**src/include/datapath_settings.svh**
```systemverilog
`ifndef DATAPATH_SETTINGS_SVH
`define DATAPATH_SETTINGS_SVH

// ****************************************
// Datapath sizing
// ****************************************

// Width of the bus, the general registers, MDR, Y and Z.
`define DATA_WIDTH 32

// Number of general registers.
`define REG_COUNT 16

// Bits needed to name one general register.
`define REG_INDEX_WIDTH 4

`endif

```
**src/hw/datapathPkg.sv**
```systemverilog
package datapathPkg;

    // ****************************************
    // Instruction word layout
    // ****************************************

    // Opcode field.
    localparam int opcodeMsb = 31;
    localparam int opcodeLsb = 27;

    // Destination register.
    localparam int raMsb = 26;
    localparam int raLsb = 23;

    // First source register.
    localparam int rbMsb = 22;
    localparam int rbLsb = 19;

    // Second source register.
    localparam int rcMsb = 18;
    localparam int rcLsb = 15;

    // ALU opcodes. Values not listed are illegal.
    typedef enum logic [4:0] {
        opAdd = 5'd3,
        opSub = 5'd4,
        opAnd = 5'd5,
        opOr  = 5'd6,
        opShr = 5'd7,
        opShl = 5'd8,
        opNeg = 5'd16,
        opNot = 5'd17
    } aluOpT;

    // Sequencer steps.
    typedef enum logic [2:0] {
        sIdle,
        sLoadWrite,
        sFetchIr,
        sReadB,
        sExecute,
        sWriteBack
    } seqStateT;

    // Bus driver for the current cycle.
    typedef enum logic [1:0] {
        busNone,
        busMdr,
        busReg,
        busZ
    } busSrcT;

endpackage

```
**src/hw/controlSequencer.sv**
```systemverilog
`timescale 1ns/1ns
`include "datapath_settings.svh"

module controlSequencer (
    input  logic                          Clock,
    input  logic                          rstN,
    input  logic                          loadValid,
    input  logic [`REG_INDEX_WIDTH-1:0]   loadReg,
    input  logic [`DATA_WIDTH-1:0]        loadData,
    input  logic                          cmdValid,
    input  logic [`DATA_WIDTH-1:0]        cmdWord,
    input  logic [`DATA_WIDTH-1:0]        busValue,
    output logic                          busy,
    output logic                          done,
    output logic [`REG_INDEX_WIDTH-1:0]   resultReg,
    output logic                          mdrIn,
    output logic [`DATA_WIDTH-1:0]        mdrData,
    output datapathPkg::busSrcT           busSel,
    output logic [`REG_INDEX_WIDTH-1:0]   regSel,
    output logic                          regWrite,
    output logic                          yIn,
    output logic                          zIn,
    output datapathPkg::aluOpT            aluOp
);
    import datapathPkg::*;

    seqStateT                      state;
    seqStateT                      nextState;
    logic [`DATA_WIDTH-1:0]        ir;
    logic [`REG_INDEX_WIDTH-1:0]   loadTarget;
    logic [`REG_INDEX_WIDTH-1:0]   ra;
    logic [`REG_INDEX_WIDTH-1:0]   rb;
    logic [`REG_INDEX_WIDTH-1:0]   rc;
    logic                          opLegal;

    // ****************************************
    // Instruction decode
    // ****************************************
    assign aluOp = aluOpT'(ir[opcodeMsb:opcodeLsb]);
    assign ra    = ir[raMsb:raLsb];
    assign rb    = ir[rbMsb:rbLsb];
    assign rc    = ir[rcMsb:rcLsb];

    always_comb begin
        case (aluOp)
            opAdd, opSub, opAnd, opOr, opShr, opShl, opNeg, opNot: opLegal = 1'b1;
            default: opLegal = 1'b0;
        endcase
    end

    // Load wins when both strobes arrive together.
    assign mdrData = loadValid ? loadData : cmdWord;
    assign mdrIn   = (state == sIdle) && (loadValid || cmdValid);
    assign busy    = (state != sIdle);

    // ****************************************
    // Step control
    // ****************************************
    always_comb begin
        nextState = state;
        busSel    = busNone;
        regSel    = '0;
        regWrite  = 1'b0;
        yIn       = 1'b0;
        zIn       = 1'b0;
        case (state)
            sIdle: begin
                if (loadValid) begin
                    nextState = sLoadWrite;
                end else if (cmdValid) begin
                    nextState = sFetchIr;
                end
            end
            sLoadWrite: begin
                busSel    = busMdr;
                regSel    = loadTarget;
                regWrite  = 1'b1;
                nextState = sIdle;
            end
            sFetchIr: begin
                busSel    = busMdr;
                nextState = sReadB;
            end
            sReadB: begin
                busSel = busReg;
                regSel = rb;
                // Illegal opcodes abort here.
                yIn       = opLegal;
                nextState = opLegal ? sExecute : sIdle;
            end
            sExecute: begin
                busSel    = busReg;
                regSel    = rc;
                zIn       = 1'b1;
                nextState = sWriteBack;
            end
            sWriteBack: begin
                busSel    = busZ;
                regSel    = ra;
                regWrite  = 1'b1;
                nextState = sIdle;
            end
            default: nextState = sIdle;
        endcase
    end

    always_ff @(posedge Clock) begin
        if (!rstN) begin
            state     <= sIdle;
            done      <= 1'b0;
            resultReg <= '0;
        end else begin
            state <= nextState;
            done  <= (state == sWriteBack);
            if (state == sWriteBack) begin
                resultReg <= ra;
            end
        end
    end

    always_ff @(posedge Clock) begin
        if (state == sFetchIr) begin
            ir <= busValue;
        end
        if ((state == sIdle) && loadValid) begin
            loadTarget <= loadReg;
        end
    end

endmodule

```
**src/hw/registerBus.sv**
```systemverilog
`timescale 1ns/1ns
`include "datapath_settings.svh"

module registerBus (
    input  logic                          Clock,
    input  logic                          rstN,
    input  logic                          mdrIn,
    input  logic [`DATA_WIDTH-1:0]        mdrData,
    input  datapathPkg::busSrcT           busSel,
    input  logic [`REG_INDEX_WIDTH-1:0]   regSel,
    input  logic                          regWrite,
    input  logic [`DATA_WIDTH-1:0]        zValue,
    output logic [`DATA_WIDTH-1:0]        busValue
);
    import datapathPkg::*;

    logic [`DATA_WIDTH-1:0] regs [`REG_COUNT];
    logic [`DATA_WIDTH-1:0] mdr;

    // ****************************************
    // Shared bus
    // ****************************************

    // Only one source drives the bus per cycle.
    always_comb begin
        case (busSel)
            busMdr:  busValue = mdr;
            busReg:  busValue = regs[regSel];
            busZ:    busValue = zValue;
            default: busValue = '0;
        endcase
    end

    // ****************************************
    // MDR and general registers
    // ****************************************
    always_ff @(posedge Clock) begin
        if (!rstN) begin
            mdr <= '0;
        end else if (mdrIn) begin
            mdr <= mdrData;
        end
    end

    always_ff @(posedge Clock) begin
        if (!rstN) begin
            for (int i = 0; i < `REG_COUNT; i++) begin
                regs[i] <= '0;
            end
        end else if (regWrite) begin
            // Writeback always comes from the bus.
            regs[regSel] <= busValue;
        end
    end

endmodule

```
**src/hw/aluUnit.sv**
```systemverilog
`timescale 1ns/1ns
`include "datapath_settings.svh"

module aluUnit (
    input  logic                    Clock,
    input  logic                    rstN,
    input  logic [`DATA_WIDTH-1:0]  busValue,
    input  logic                    yIn,
    input  logic                    zIn,
    input  datapathPkg::aluOpT      aluOp,
    output logic [`DATA_WIDTH-1:0]  zValue
);
    import datapathPkg::*;

    localparam int shiftWidth = $clog2(`DATA_WIDTH);

    logic [`DATA_WIDTH-1:0] y;
    logic [`DATA_WIDTH-1:0] aluResult;
    logic [shiftWidth-1:0]  shiftAmount;

    // Shifts use only the low bits of the second operand.
    assign shiftAmount = busValue[shiftWidth-1:0];

    // ****************************************
    // Combinational ALU
    // ****************************************

    // Y is the first operand, the bus is the second.
    always_comb begin
        case (aluOp)
            opAdd:   aluResult = y + busValue;
            opSub:   aluResult = y - busValue;
            opAnd:   aluResult = y & busValue;
            opOr:    aluResult = y | busValue;
            opShr:   aluResult = y >> shiftAmount;
            opShl:   aluResult = y << shiftAmount;
            opNeg:   aluResult = -y;
            opNot:   aluResult = ~y;
            default: aluResult = '0;
        endcase
    end

    // ****************************************
    // Operand and result registers
    // ****************************************
    always_ff @(posedge Clock) begin
        if (!rstN) begin
            y <= '0;
        end else if (yIn) begin
            y <= busValue;
        end
    end

    // Z holds its value until the next execute step.
    always_ff @(posedge Clock) begin
        if (!rstN) begin
            zValue <= '0;
        end else if (zIn) begin
            zValue <= aluResult;
        end
    end

endmodule

```
**src/hw/busDatapath.sv**
```systemverilog
`timescale 1ns/1ns
`include "datapath_settings.svh"

module busDatapath (
    input  logic                          Clock,
    input  logic                          rstN,
    input  logic                          loadValid,
    input  logic [`REG_INDEX_WIDTH-1:0]   loadReg,
    input  logic [`DATA_WIDTH-1:0]        loadData,
    input  logic                          cmdValid,
    input  logic [`DATA_WIDTH-1:0]        cmdWord,
    output logic                          busy,
    output logic                          done,
    output logic [`REG_INDEX_WIDTH-1:0]   resultReg,
    output logic [`DATA_WIDTH-1:0]        resultValue
);
    import datapathPkg::*;

    logic                          mdrIn;
    logic [`DATA_WIDTH-1:0]        mdrData;
    busSrcT                        busSel;
    logic [`REG_INDEX_WIDTH-1:0]   regSel;
    logic                          regWrite;
    logic [`DATA_WIDTH-1:0]        busValue;
    logic                          yIn;
    logic                          zIn;
    aluOpT                         aluOp;

    controlSequencer i_controlSequencer (
        .Clock     (Clock),
        .rstN      (rstN),
        .loadValid (loadValid),
        .loadReg   (loadReg),
        .loadData  (loadData),
        .cmdValid  (cmdValid),
        .cmdWord   (cmdWord),
        .busValue  (busValue),
        .busy      (busy),
        .done      (done),
        .resultReg (resultReg),
        .mdrIn     (mdrIn),
        .mdrData   (mdrData),
        .busSel    (busSel),
        .regSel    (regSel),
        .regWrite  (regWrite),
        .yIn       (yIn),
        .zIn       (zIn),
        .aluOp     (aluOp)
    );

    // Z feeds the bus and is also the reported result.
    registerBus i_registerBus (
        .Clock    (Clock),
        .rstN     (rstN),
        .mdrIn    (mdrIn),
        .mdrData  (mdrData),
        .busSel   (busSel),
        .regSel   (regSel),
        .regWrite (regWrite),
        .zValue   (resultValue),
        .busValue (busValue)
    );

    aluUnit i_aluUnit (
        .Clock    (Clock),
        .rstN     (rstN),
        .busValue (busValue),
        .yIn      (yIn),
        .zIn      (zIn),
        .aluOp    (aluOp),
        .zValue   (resultValue)
    );

endmodule

```
**config.mk**
```make
export PLATFORM = sky130hd
export DESIGN_NAME = busDatapath
export DESIGN_NICKNAME = d
export VERILOG_FILES = /design/src/hw/datapathPkg.sv /design/src/hw/controlSequencer.sv /design/src/hw/registerBus.sv /design/src/hw/aluUnit.sv /design/src/hw/busDatapath.sv
export VERILOG_INCLUDE_DIRS = /design/src /design/src/include
export SDC_FILE = /design/constraint.sdc
export NUM_CORES = 2
export LEC_CHECK = 0
export BUFFER_PORTS_ARGS = -buffer_cell sky130_fd_sc_hd__buf_2
export CAP_MARGIN = 20
export CORE_UTILIZATION = 40
export DETAILED_ROUTE_END_ITERATION = 8
export PLACE_DENSITY = 0.59
export SKIP_CTS_REPAIR_TIMING = 1
export SYNTH_ARGS = -nofsm -noshare
export SYNTH_HDL_FRONTEND = slang
export SYNTH_SLANG_ARGS = --single-unit
```
**constraint.sdc**
```tcl
create_clock -name Clock -period 9.1 [get_ports Clock]
set_input_delay 1.365 -clock Clock [delete_from_list [all_inputs] [get_ports Clock]]
set_output_delay 1.365 -clock Clock [all_outputs]
set_load 0.05 [all_outputs]
```
Yosys cells after proc, flatten, opt, wreduce, memory -nomap -nowiden
Memory sizes are Yosys's and may differ from the RTL's. A register that Yosys moved wholly into a read port is not among the register bits.
Cells that the tools add are included.
{ "word_totals": {"mem_bits_rw": 512, "register_bits": 140, "inputBits": 72, "out_inout_bits": 38, "memories": 2, "romBits": 32} }
{ "op_classes": {"n_addsub": 3, "bitwise": 3, "reduce_logical": 9, "eq_ne": 17, "muxes": 20, "shifts": 2} }
{ "memory_table": {"columns": ["name", "words", "word_bits", "read_ports", "rd_clocked_by_memory_dff", "write_ports", "line", "text"], "rows": [
  ["i_registerBus.regs", 16, 32, 1, 0, 16, "registerBus.sv:17", "logic [`DATA_WIDTH-1:0] regs [`REG_COUNT];"],
  ["(no name shown)", 32, 1, 1, 1, 0, "controlSequencer.sv:45", "case (aluOp)"]
]} }
{ "op_table": {"columns": ["op", "count"], "rows": [
  ["$pmux W32 S8", 1],
  ["$pmux W32 S3", 1],
  ["$mux W32", 2],
  ["$add A32 B32 Y32", 1],
  ["$and A32 B32 Y32", 1],
  ["$neg A32 Y32", 1],
  ["$not A32 Y32", 1],
  ["$or A32 B32 Y32", 1],
  ["$reduce_or A32 Y1", 1],
  ["$shl A32 B5 Y32", 1],
  ["$shr A32 B5 Y32", 1],
  ["$sub A32 B32 Y32", 1],
  ["$eq A5 B3 Y1 const B", 4],
  ["$pmux W4 S4", 1],
  ["$pmux W3 S4", 1],
  ["$eq A5 B5 Y1 const B", 2],
  ["$mux W3", 3],
  ["$mux W1", 8],
  ["$eq A3 B2 Y1 const B", 2],
  ["$eq A3 B3 Y1 const B", 2],
  ["$pmux W2 S3", 1],
  ["$reduce_or A2 Y1", 3],
  ["$eq A5 B2 Y1 const B", 1],
  ["$eq A5 B4 Y1 const B", 1],
  ["other kinds (10)", 12]
]} }

Longest topological paths before layout
{ "logic_depth": {"ltp_word": 8, "mapped_depth": 36} }

Cells and area by module
Synthesis repeated with hierarchy kept, for this count alone.
{ "hier_totals": {"cells_unflattened": 3427, "area_unflattened_um2": 36960.4} }
{ "modules_own_cells": {"columns": ["mod", "cells_per_inst", "seq_area_each_um2", "instances", "area_each_um2"], "rows": [
  ["registerBus", 2036, 16015.4, 1, 25495.7],
  ["aluUnit", 1257, 1281.2, 1, 9783.1],
  ["controlSequencer", 134, 810.8, 1, 1681.6]
]} }

Least setup slack after synthesis
No wires, ideal clock.
{ "synth_path": {"path_kind": "register to register", "startpoint": "reg i_controlSequencer.state[2]", "endpoint": "reg i_aluUnit.zValue[31]", "path_stages_with_launch": 33, "path_buffers": 8, "t_arrival_ns": 6.868, "setup_slack_ns": 2.157, "setup_time_ns": 0.074, "path_cell_list": "dfxtp_1 -> buf_2 -> nand2b_1 -> buf_2 -> o22ai_4 -> buf_6 -> mux2_2 -> o2111ai_1 -> a21oi_1 -> nor2_2 -> buf_4 -> buf_2 -> buf_2 -> clkbuf_1 -> clkbuf_1 -> ha_1 -> nand2_1 -> nor3_1 -> a21oi_1 -> xor2_1 -> ha_1 -> a21oi_1 -> nor2b_1 -> o311a_1 -> a211o_1 -> a41oi_1 -> o21ai_0 -> a21oi_1 -> nor2b_1 -> o22ai_1 -> a31oi_1 -> o311a_1 -> a31oi_1"} }
{ "synth_between": {"elab_chain_len": 7, "word_cells_on_any_way": 22} }
{ "synth_rtl": {"columns": ["element", "line", "text"], "rows": [
  ["start, declared", "controlSequencer.sv:27", "seqStateT state;"],
  ["start signal, assigned", "controlSequencer.sv:109", "state <= sIdle;"],
  ["start signal, assigned", "controlSequencer.sv:113", "state <= nextState;"],
  ["parallel branches: the longest is 7 deep, another holds $mem_v2 Z16 W32", null, null],
  ["end signal, assigned", "aluUnit.sv:59", "zValue <= aluResult;"],
  ["end, declared", "aluUnit.sv:11", "output logic [`DATA_WIDTH-1:0] zValue"]
]} }
Several ways; the timed one is not identified.
A chain may end at the register's enable or synchronous reset.

Worst setup path in the final report
{ "layout_path": {"startpoint": "reg i_controlSequencer.state[0]", "endpoint": "reg i_aluUnit.zValue[31]"} }
Same word-level chain as after synthesis.

==> results.py <==
metrics = {
    "critical_path": {
        "crit_family": "compound AO/OA/AOI/OAI gates",
        "cp_slowest_cell": "nor2_2",
        "crit_path_max_incr_delay_ns": 0.78,
        "path_max_fanout": 19,
        "worstPathRequired_ns": 9.66,
        "worst_setup_path_end_kind": "register",
        "arrival_ns": 8.33,
        "worst_setup_path_start_kind": "register",
        "crit_type": "register to register",
        "cp_common_cell": "a31oi_1",
        "crit_buf_inv": 2,
    },
    "placement": {
        "place_ws_ns": 1.53,
        "io_buffers": 109,
        "hpwlAfterDp_um": 91900,
        "placed_cell_area_mm2": 0.0375,
        "dp_cells": 4641,
        "gp_congestion": 0.962,
    },
    "timing": {
        "finalSetupViolations": 0,
        "max_slew.worst_pin.slew_ns": 1.12,
        "worst_slack_ns": 1.33,
        "fin_setup_tns_ns": 0,
        "grt_setup_unrepaired": "no",
        "slew_headroom_pct": 25.5,
        "finalMaxSlewViolations": 0,
        "hold_viol": 0,
        "max_freq_mhz": 129,
        "whs_ns": 0.490,
        "skew_ns": 0.0410,
        "period_needed_ns": 7.77,
        "fin_crit_sh_pct": 85.3,
    },
    "synth": {
        "syn-cell-area_mm2": 0.0357,
        "synth_cell_types": 95,
        "syn_avg_cell_area_um2": 10.0,
        "synth_edf_count": 533,
        "mappedNetlistNets": 3676,
        "synth_cells": 3565,
        "ys_ff_latch": 638,
        "ys_warn_count": 0,
        "ys_seq_area_share_pct": 50.7,
        "ys.flop_type": "edfxtp_1",
        "synthArstFlopShare_pct": 0,
    },
    "die": {
        "die_x_um": 301,
        "die_y_um": 301,
        "design.core.area_mm2": 0.0884,
        "ioPinCount": 110,
        "num_rows": 109,
        "die-area_mm2": 0.0904,
        "start_util_pct": 40.4,
    },
    "clock_network": {
        "cts.sinks": 638,
        "clk_latency_ns": 0.65,
        "root_buffer": "clkbuf_16",
        "htreeDepth": 3,
        "cts_buffers": 74,
        "clkTransAtPathRegs_ns": 0.06,
        "clk_path_buf_depth": 3,
        "tritoncts": "done",
    },
    "global_routing": {
        "grt-ovfl-total": 0,
        "antenna_found_initial": 3,
        "grt_max_degree": 81,
        "grt_pass1_vias": 28049,
        "grt_pass1_wl_um": 200000,
        "globalRouteTotalUtil_pct": 30.5,
    },
    "layout": {
        "multi_input_area_mm2": 0.0162,
        "final_core_util_pct": 45.1,
        "stdcell_area_mm2": 0.0399,
        "area_growth_pct": 11.8,
        "drive_above_1_share_pct": 13.2,
        "layout.nets": 3664,
        "layoutNonFillerInstCount": 4773,
        "seq_area_mm2": 0.0181,
        "nFillCells": 8361,
    },
    "route": {
        "viasPerCell": 6.25,
        "vias": 29812,
        "drtIter0Drc": 4425,
        "final_antenna_net_count": 0,
        "first_pass_iters": 6,
        "wl_per_cell_um": 29.4,
        "drt-total-wl_um": 140000,
        "route.detailed.drc": 0,
    },
    "power": {
        "powerDensity_mw_per_mm2": 189,
        "p_leak_nw": 15.3,
        "power.total_mw": 7.54,
        "ir_drop_v": 0.000137,
    },
    "outcome": {
        "outcome": "completed",
    },
    "worst_hold_path": {
        "hold_class": "register to register",
    },
    "flow_run": {
        "drv_cap": 0,
    },
}
[final timing paths]
| path | slack (ns) | endpoint | cells after the start | startpoint |
|---|---|---|---|---|
| worst min register to register | 0.49 | i_controlSequencer.resultReg[0] | 2 | i_controlSequencer.resultReg[0] |
| worst max-delay path | 1.33 | i_aluUnit.zValue[31] | 25 | i_controlSequencer.state[0] |
| worst max register to register | 1.33 | i_aluUnit.zValue[31] | 25 | i_controlSequencer.state[0] |
| worst min-delay path | 0.49 | i_controlSequencer.resultReg[0] | 2 | i_controlSequencer.resultReg[0] |
[final cells by class]
type	count	share of cell area [%]
multi-input combinational	2548	40.5
clock inverter	31	0.840
clock buffer	99	5.03
inverter	38	0.358
sequential	638	45.4
tap	1165	3.65
timing repair buffer	253	4.21
antenna	1	0.00627
[state kept, by name (all words and copies together) (netlist names)]
signal                         count
i_controlSequencer.done            1
i_controlSequencer.resultReg       4
i_aluUnit.y                       32
i_controlSequencer.ir             17
i_controlSequencer.loadTarget      4
i_registerBus.mdr                 32
i_controlSequencer.opLegal         1
i_registerBus.regs               512
i_controlSequencer.state           3
i_aluUnit.zValue                  32
[power breakdown]
group / switching [mW] / leakage [nW] / internal [mW]
Sequential: 0.0634 / 6.34 / 3.27
Combinational: 0.853 / 7.87 / 0.424
Clock: 1.28 / 1.13 / 1.65
[layout by cell type (no fill, tap or decap), types with 45 or more instances in the layout]
cell type  count
nor2_1       610
edfxtp_1     533
nand2_1      436
mux2i_1      318
buf_4        139
a21oi_1      119
o21ai_0      112
buf_2        109
dfxtp_1      105
nand3_1       96
clkbuf_16     75
o211a_1       66
xnor2_1       46
nor3_1        45
[worst reg2reg max path, cell delays in order, from the launching register on]
cell      delay (ns)
dfxtp_1         0.33
buf_4           0.27
nand2b_1        0.21
o211a_1         0.53
buf_4           0.34
nor2_2          0.78
nand3_1         0.19
a31o_1          0.28
a222oi_1        0.41
nand4_2         0.28
or2_2           0.39
nor2_1          0.17
a31oi_1         0.13
xor2_1          0.16
ha_1            0.36
nor2b_1         0.17
o311a_1         0.34
a211o_1         0.28
a41oi_1         0.53
o21ai_0         0.22
a21oi_1         0.25
nor2b_1         0.08
o22ai_1         0.34
a31oi_1         0.15
o311a_1         0.34
a31oi_1         0.17
[cell usage after synthesis (all sizes together), types with 15 or more instances]
library cell | instances | area, um^2
a21oi | 122 | 611
xnor2 | 46 | 403
nand4 | 22 | 144
o221ai | 28 | 245
and2 | 19 | 120
mux2i | 322 | 3270
dfxtp | 105 | 2100
clkbuf | 199 | 747
a221oi | 41 | 365
inv | 37 | 139
o22ai | 17 | 140
edfxtp | 533 | 16000
o211a | 66 | 661
o31a | 15 | 131
nor3 | 52 | 288
o211ai | 17 | 128
a211oi | 26 | 195
o21ai | 121 | 606
a21o | 21 | 158
buf | 142 | 739
nand3 | 97 | 490
a31oi | 33 | 206
a22oi | 31 | 233
nand2b | 25 | 156
and3 | 22 | 138
nand2 | 459 | 1720
xor2 | 31 | 272
nor2 | 616 | 2320
ha | 38 | 475
mux2 | 37 | 417
o21a | 18 | 135
[layer usage]
metal,part of all wire [%],track usage [%]
met1,41,43.3
met2,43,44.9
met3,11,5.69
met4,4.7,14.3
met5,0.0086,0
[kinds of logic (layout without fill, tap and decap cells)]
group | after synthesis | in the layout | synth area share [%]
mux | 369 | 369 | 11.0
compound gates | 682 | 682 | 13.9
buf+inv | 379 | 421 | 4.56
xor+xnor | 77 | 77 | 1.89
simple gates | 1381 | 1381 | 16.5
flops | 638 | 638 | 50.7
fa+ha+maj | 39 | 39 | 1.39
other cells | 0 | 1 | 0
(Power assumes the default switching activity.)
